<file path="config.mk">
export PLATFORM = sky130hd
export DESIGN_NAME = seq_ctrl_top
export DESIGN_NICKNAME = d
export VERILOG_FILES = /design/src/common/seq_io_pkg.sv /design/src/common/seq_state_pkg.sv /design/src/entry/entry_decode.sv /design/src/dispatch/dispatch_decode.sv /design/src/logic/state_core.sv /design/src/logic/seq_ctrl_top.sv
export SDC_FILE = /design/constraint.sdc
export NUM_CORES = 1
export LEC_CHECK = 0
export BUFFER_PORTS_ARGS = -buffer_cell sky130_fd_sc_hd__buf_2
export CAP_MARGIN = 20
export CELL_PAD_IN_SITES_DETAIL_PLACEMENT = 1
export CELL_PAD_IN_SITES_GLOBAL_PLACEMENT = 2
export CORE_MARGIN = 8
export CORE_UTILIZATION = 21
export CTS_CLUSTER_SIZE = 28
export DETAILED_ROUTE_END_ITERATION = 10
export PLACE_DENSITY_LB_ADDON = 0.3
export SETUP_SLACK_MARGIN = 0.02
export SYNTH_ARGS = -nofsm -noshare
export SYNTH_HDL_FRONTEND = slang
export SYNTH_SLANG_ARGS = --single-unit
</file>
<file path="constraint.sdc">
create_clock -name rst -period 1.85 [get_ports rst]
set_clock_uncertainty 0.2 [all_clocks]
set_input_delay 0.2775 -clock rst [delete_from_list [all_inputs] [get_ports rst]]
set_output_delay 0.2775 -clock rst [all_outputs]
set_load 0.02 [all_outputs]
</file>
<file path="src/common/seq_io_pkg.sv">
`default_nettype none

package seq_io_pkg;

	// Bit k is condition xk of the controller.
	typedef logic [20:1] cond_t;

	// Bit k is control line yk.
	typedef logic [38:1] ctrl_t;

	localparam ctrl_t ctrl_idle = '0;

	// Builds a control word from up to nine line numbers.
	// Unused arguments stay zero and set nothing.
	function automatic ctrl_t ctrl_of(
		input int unsigned n1 = 0,
		input int unsigned n2 = 0,
		input int unsigned n3 = 0,
		input int unsigned n4 = 0,
		input int unsigned n5 = 0,
		input int unsigned n6 = 0,
		input int unsigned n7 = 0,
		input int unsigned n8 = 0,
		input int unsigned n9 = 0
	);
		int unsigned nums [9];
		ctrl_t word;
		nums = '{n1, n2, n3, n4, n5, n6, n7, n8, n9};
		word = ctrl_idle;
		foreach (nums[k])
		begin
			if (nums[k] != 0)
			begin
				word[nums[k]] = 1'b1;
			end
		end
		return word;
	endfunction

endpackage

`default_nettype wire

</file>
<file path="src/common/seq_state_pkg.sv">
`default_nettype none

package seq_state_pkg;

	typedef enum logic [4:0] {
		st_idle,
		st_s2, st_s3, st_s4, st_s5, st_s6, st_s7, st_s8, st_s9, st_s10,
		st_s11, st_s12, st_s13, st_s14, st_s15, st_s16, st_s17, st_s18, st_s19, st_s20,
		st_s21, st_exit, st_s23, st_s24, st_s28, st_s33, st_s38
	} state_e;

	typedef struct packed {
		logic owned;                    // Decoder handles this state.
		state_e next;
		seq_io_pkg::ctrl_t ctrl;
	} step_t;

	localparam step_t step_none = '{owned: 1'b0, next: st_idle, ctrl: seq_io_pkg::ctrl_idle};

	function automatic step_t step_to(input state_e nxt, input seq_io_pkg::ctrl_t word);
		return '{owned: 1'b1, next: nxt, ctrl: word};
	endfunction

endpackage

`default_nettype wire

</file>
<file path="src/entry/entry_decode.sv">
`timescale 1ns/1ps
`default_nettype none

module entry_decode (
	input seq_state_pkg::state_e state,
	input seq_io_pkg::cond_t cond,
	output seq_state_pkg::step_t step
);

always_comb
begin
	case (state)
		seq_state_pkg::st_idle:
			if (cond[6] && cond[5] && cond[20])
				step = seq_state_pkg::step_to(seq_state_pkg::st_s2,
					seq_io_pkg::ctrl_of(2, 3, 4, 5, 8, 14, 29, 31, 35));
			else if (cond[6] && cond[5] && cond[19])
				step = seq_state_pkg::step_to(seq_state_pkg::st_s3,
					seq_io_pkg::ctrl_of(8, 14));
			else if (cond[6] && cond[5])
				step = seq_state_pkg::step_to(seq_state_pkg::st_s4,
					seq_io_pkg::ctrl_of(14, 32));
			else if (cond[6] && cond[4])
				step = seq_state_pkg::step_to(seq_state_pkg::st_s5,
					seq_io_pkg::ctrl_of(3, 4, 5, 6, 13, 18, 31, 32, 35));
			else if (cond[6])
				step = seq_state_pkg::step_to(seq_state_pkg::st_s6,
					seq_io_pkg::ctrl_of(3, 5, 7, 13));
			else
				step = seq_state_pkg::step_to(seq_state_pkg::st_idle,
					seq_io_pkg::ctrl_idle);     // No request yet.
		seq_state_pkg::st_s2:
			if (cond[19])
				step = seq_state_pkg::step_to(seq_state_pkg::st_s7,
					seq_io_pkg::ctrl_of(32, 34));
			else
				step = seq_state_pkg::step_to(seq_state_pkg::st_s8,
					seq_io_pkg::ctrl_of(32, 38));
		seq_state_pkg::st_s3:
			step = seq_state_pkg::step_to(seq_state_pkg::st_s9,
				seq_io_pkg::ctrl_of(2, 3, 31, 32));
		seq_state_pkg::st_s4:
			step = seq_state_pkg::step_to(seq_state_pkg::st_s10,
				seq_io_pkg::ctrl_of(3, 5, 13));
		seq_state_pkg::st_s5:
			step = seq_state_pkg::step_to(seq_state_pkg::st_s11,
				seq_io_pkg::ctrl_of(13, 34));
		seq_state_pkg::st_s6:
			step = seq_state_pkg::step_to(seq_state_pkg::st_s12,
				seq_io_pkg::ctrl_of(19));
		seq_state_pkg::st_s7:
			step = seq_state_pkg::step_to(seq_state_pkg::st_s13,
				seq_io_pkg::ctrl_of(30));
		seq_state_pkg::st_s8:
			step = seq_state_pkg::step_to(seq_state_pkg::st_s14,
				seq_io_pkg::ctrl_of(30));
		seq_state_pkg::st_s9:
			step = seq_state_pkg::step_to(seq_state_pkg::st_s15,
				seq_io_pkg::ctrl_of(30));
		seq_state_pkg::st_s10:
			step = seq_state_pkg::step_to(seq_state_pkg::st_s16,
				seq_io_pkg::ctrl_of(30));
		seq_state_pkg::st_s11:
			step = seq_state_pkg::step_to(seq_state_pkg::st_s17,
				seq_io_pkg::ctrl_of(30));
		seq_state_pkg::st_s12:
			step = seq_state_pkg::step_to(seq_state_pkg::st_s18,
				seq_io_pkg::ctrl_of(4, 7, 13, 35));
		seq_state_pkg::st_s13:
			step = seq_state_pkg::step_to(seq_state_pkg::st_idle,
				seq_io_pkg::ctrl_of(13, 31, 34));
		seq_state_pkg::st_s14:
			step = seq_state_pkg::step_to(seq_state_pkg::st_idle,
				seq_io_pkg::ctrl_of(13, 31, 38));
		seq_state_pkg::st_s15:
			step = seq_state_pkg::step_to(seq_state_pkg::st_s19,
				seq_io_pkg::ctrl_of(4, 13, 29));
		seq_state_pkg::st_s16:
			step = seq_state_pkg::step_to(seq_state_pkg::st_s19,
				seq_io_pkg::ctrl_of(4, 13, 35));
		seq_state_pkg::st_s17:
			step = seq_state_pkg::step_to(seq_state_pkg::st_s20,
				seq_io_pkg::ctrl_of(13, 31, 34));
		seq_state_pkg::st_s18:
			step = seq_state_pkg::step_to(seq_state_pkg::st_s21,
				seq_io_pkg::ctrl_of(19, 37));   // Hand over to dispatch.
		seq_state_pkg::st_s19:
			step = seq_state_pkg::step_to(seq_state_pkg::st_idle,
				seq_io_pkg::ctrl_idle);
		seq_state_pkg::st_s20:
			step = seq_state_pkg::step_to(seq_state_pkg::st_idle,
				seq_io_pkg::ctrl_of(14, 17, 18, 20, 36));
		default:
			step = seq_state_pkg::step_none;
	endcase
end

endmodule

`default_nettype wire

</file>
<file path="src/dispatch/dispatch_decode.sv">
`timescale 1ns/1ps
`default_nettype none

module dispatch_decode (
	input seq_state_pkg::state_e state,
	input seq_io_pkg::cond_t cond,
	output seq_state_pkg::step_t step
);

logic exit_hit;
logic chain_take;
logic direct_take;
seq_io_pkg::ctrl_t exit_word;

// Exit rule of s22, also applied inline by several s21 rows.
assign exit_hit = cond[18] && (cond[10] || cond[11]);
assign exit_word = exit_hit ? seq_io_pkg::ctrl_of(33) : seq_io_pkg::ctrl_idle;

assign chain_take = cond[16] ? cond[11] : cond[10];
assign direct_take = cond[15] ? (cond[16] || cond[9]) : (cond[16] ? cond[8] : cond[7]);

always_comb
begin
	case (state)
		seq_state_pkg::st_s21:
		begin
			// Rows into the removed branch fall through to this.
			step = seq_state_pkg::step_to(seq_state_pkg::st_exit, seq_io_pkg::ctrl_idle);
			if (cond[12] && cond[14])
			begin
				if (!cond[13])
				begin
					step.ctrl = seq_io_pkg::ctrl_of(9, 10, 11, 12);
					step.next = seq_state_pkg::st_s23;
				end
				else if (cond[16])
					step.ctrl = seq_io_pkg::ctrl_of(20);
				else
					step.ctrl = seq_io_pkg::ctrl_of(24);
			end
			else if (cond[12] && cond[13] && cond[15])
			begin
				step.ctrl = cond[16] ? seq_io_pkg::ctrl_of(22, 23)
					: seq_io_pkg::ctrl_of(7, 14, 15, 21);
			end
			else if (cond[12] && cond[13])
			begin
				if (chain_take)
				begin
					step.ctrl = seq_io_pkg::ctrl_of(19);
					step.next = seq_state_pkg::st_s24;
				end
				else
				begin
					step.ctrl = exit_word;         // Early exit.
					step.next = seq_state_pkg::st_idle;
				end
			end
			else if (cond[12] && cond[15])
			begin
				step.ctrl = seq_io_pkg::ctrl_of(9, 10, 11, 12);
				step.next = seq_state_pkg::st_s23;
			end
			else if (cond[12] && !cond[3] && !cond[2])
			begin
				step.ctrl = cond[16] ? seq_io_pkg::ctrl_of(7, 15, 16)
					: seq_io_pkg::ctrl_of(1, 7, 15);
			end
			else if (!cond[12] && !cond[3] && cond[13])
			begin
				if (direct_take)
					step.ctrl = seq_io_pkg::ctrl_of(1, 7, 17);
				else
				begin
					step.ctrl = exit_word;
					step.next = seq_state_pkg::st_idle;
				end
			end
		end
		seq_state_pkg::st_exit:
			step = seq_state_pkg::step_to(seq_state_pkg::st_idle, exit_word);
		seq_state_pkg::st_s23:
			step = seq_state_pkg::step_to(seq_state_pkg::st_exit,
				seq_io_pkg::ctrl_of(13, 14, 15));
		seq_state_pkg::st_s24:
			step = seq_state_pkg::step_to(seq_state_pkg::st_s28,
				seq_io_pkg::ctrl_of(19));
		seq_state_pkg::st_s28:
			step = seq_state_pkg::step_to(seq_state_pkg::st_s33,
				seq_io_pkg::ctrl_of(19));
		seq_state_pkg::st_s33:
			step = seq_state_pkg::step_to(seq_state_pkg::st_s38,
				seq_io_pkg::ctrl_of(19));
		seq_state_pkg::st_s38:
			step = seq_state_pkg::step_to(seq_state_pkg::st_exit,
				seq_io_pkg::ctrl_of(20));
		default:
			step = seq_state_pkg::step_none;
	endcase
end

endmodule

`default_nettype wire

</file>
<file path="src/logic/state_core.sv">
`timescale 1ns/1ps
`default_nettype none

module state_core (
	input logic rst,
	input logic clk,
	input seq_state_pkg::step_t entry_step,
	input seq_state_pkg::step_t dispatch_step,
	output seq_state_pkg::state_e state,
	output seq_io_pkg::ctrl_t ctrl
);

seq_state_pkg::state_e next_state;

always_comb
begin
	if (entry_step.owned)
	begin
		next_state = entry_step.next;
		ctrl = entry_step.ctrl;
	end
	else if (dispatch_step.owned)
	begin
		next_state = dispatch_step.next;
		ctrl = dispatch_step.ctrl;
	end
	else
	begin
		next_state = seq_state_pkg::st_idle;   // Unused encoding.
		ctrl = seq_io_pkg::ctrl_idle;
	end
end

always_ff @(posedge rst or negedge clk)
begin
	if (!clk)
		state <= seq_state_pkg::st_idle;
	else
		state <= next_state;
end

endmodule

`default_nettype wire

</file>
<file path="src/logic/seq_ctrl_top.sv">
`timescale 1ns/1ps
`default_nettype none

module seq_ctrl_top (
	input logic rst,
	input logic clk,
	input seq_io_pkg::cond_t cond,
	output seq_io_pkg::ctrl_t ctrl
);

seq_state_pkg::state_e state;
seq_state_pkg::step_t entry_step;
seq_state_pkg::step_t dispatch_step;

entry_decode i_entry (
	.state (state),
	.cond  (cond),
	.step  (entry_step)
);

dispatch_decode i_dispatch (
	.state (state),
	.cond  (cond),
	.step  (dispatch_step)
);

state_core i_core (
	.rst           (rst),
	.clk           (clk),
	.entry_step    (entry_step),
	.dispatch_step (dispatch_step),
	.state         (state),
	.ctrl          (ctrl)
);

endmodule

`default_nettype wire

</file>
==> qor.yml <==
status:
  run_status: "complete, but fails checks"
  violations: "setup timing"
layout:
  layout.cells.most_common: "buf_4"
  layout_common_cells: "74 x buf_4, 41 x buf_6, 20 x buf_2"
  largest_reg_flops: 5
  fin_cells: 371
  drive_above_1_share_pct: 69.6
  antenna_cells: 0
  nets: 322
  design_area_um2: 2730
  regMostFlops: "i_core.state"
  top_regs: "i_core.state x5"
  area_growth_pct: 123
power_and_ir_drop:
  vdd_drop_max_uv: 619
  p_per_area_nw_per_um2: 1430
  leakage_uw: 0.00118
  finalPower_uw: 3900
floorplanning:
  ioPinCount: 60
  rows: 27
  start_util_pct: 21.9
  die_h_um: 92.3
  die_w_um: 92.3
  dieArea_um2: 8510
  core_area_um2: 5570
place:
  dp_cells: 347
  place_congestion: 0.845
  place_ws_ns: -0.326
  dp_hpwl_mm: 4.89
  place_area_um2: 1980
  portBuffers: 53
setup_path:
  cp-end-kind: "primary output"
  crit_start: "i_core.state[3]"
  critPathLaunchType: "flip-flop"
  worstSetupPathType: "flip-flop to primary output"
  path_max_fanout: 4
  crit_arrival_ns: 1.81
  reg2reg_from: "i_core.state[0]"
  required_ns: 1.37
clocking:
  numCtsBuffers: 3
  htree_num_levels: 1
  cts_tree: "built"
  path_clk_slew_ns: 0.03
  clock_latency_ns: 0.22
  cts.sinks: 5
  clock_tree.root_cell: "clkbuf_8"
  clock_path_buffers: 2
grt:
  overflow: 0
  antenna_found_initial: 0
  grt_first_pass_wirelength_mm: 10.4
  first_global_vias: 2030
  grt_usage_pct: 14.4
  grt_max_degree: 16
logic_synthesis:
  synth_warnings: 0
  synthArstFlopShare_pct: 100
  synthesis.area_um2: 1220
  synth_edf_count: 0
  synth-main-ff-cell: "dfrtp_1"
  syn_inst: 180
  ys_ff_latch: 5
  synth_area_per_cell_um2: 6.78
  ys_seq_area_share_pct: 10.2
  synth_cell_types: 60
timing:
  rsz0062_at_grt: "true"
  clock.fmax_mhz: 438
  period_share_pct: 123
  min_period_ns: 2.28
  final-setup-viol-count: 35
  holdWs_ns: 0.204
  maxSlewViolCount: 0
  layout_setup_ws_ns: -0.434
  hold_violations: 0
drt:
  wire_per_inst_um: 17.5
  dr.pass1.iters: 4
  num_vias: 1865
  routed_via_density: 5.03
  wl_mm: 6.50
  drc_errors: 0
  ant_nets: 0
  first_iter_violations: 62
min_path:
  hp-class: "input port to asynchronous set/reset pin"
flow_run:
  cap_violations: 0
## kinds of logic after synthesis
kind of cell / after synthesis / synth area share, %
muxes: 2 / 1.74
and+or+nand+nor: 76 / 35.8
buffers and inverters: 33 / 14.7
DFF: 5 / 10.2
xor gates and xnor gates: 2 / 1.43
AOI/OAI and AO/OA: 61 / 35.9
other: 1 / 0.307
## cells in the mapped netlist, drive strengths merged (4+ instances only)
library cell,instances,area (um2)
clkbuf,4,15.0
nor3,6,40.0
nand2b,11,68.8
o211ai,5,37.5
a21oi,7,35.0
nor2,17,63.8
buf,20,130
nand3,8,40.0
o21ai,15,75.1
nand2,12,45.0
dfrtp,5,125
inv,8,30.0
nor2b,4,25.0
## report_power, final
group	switching, uW	internal [uW]	leakage (uW)	total (uW)
registers	106	176	0.0000562	282
clock network	47.0	147	0.0000228	194
logic	1730	1690	0.00110	3420
## worst max-delay path, stage by stage (launching register included)
cell	delay, ns
dfrtp_2	0.43
nor3_4	0.27
nand3_2	0.12
o32a_1	0.34
a311oi_4	0.27
buf_6	0.15
## path summary, 6_finish.rpt
| check | cells past startpoint | slack, ns | endpoint |
|---|---|---|---|
| worst max-delay path | 5 | -0.43 | ctrl[6] |
| worst min-delay path | 2 | 0.20 | i_core.state[2] |
| worst max register to register | 8 | -0.05 | i_core.state[0] |
| worst min register to register | 2 | 0.51 | i_core.state[4] |
| max in group asynchronous | 2 | 1.10 | i_core.state[4] |
| min in group rst | 4 | 0.31 | i_core.state[1] |
## cell type report
cell class	count	area, um2
clock buffer	4	45.0
fill	683	2850
inverter	9	40.0
multi-input combinational	145	1290
sequential	5	131
tap	72	90.1
timing repair buffer	136	1130
## layer usage
layer  wire, um  vias up  share of wire (%)  global-route usage [%]
met3        319        8                4.9                    2.20
met2       3320       59                 51                    25.9
li1           -      902                  -                       -
met4         91        0                1.4                    1.48
met5          0        -                  0                       0
met1       2770      896                 43                    18.1
## through the flow
stage	TNS [ns]	utilization [%]
after floorplan	-2.31	-
after global placement	-4.65	35.5
after detailed placement	-5.28	35.5
after CTS	-10.60	44.8
after global routing	-12.79	48.9
final	-10.15	48.9
## what timing repair did
action / 4_1_cts / 5_1_grt
endpoints found under the setup margin: 36 / 36
cloned: 0 / 0
hold endpoints to repair: 5 / 0
pin swaps: 21 / 19
buffers inserted: 13 / 8
hold buffers: 1 / 0
resized for setup: 110 / 41
No activity file was read; power rests on OpenSTA's default activity.
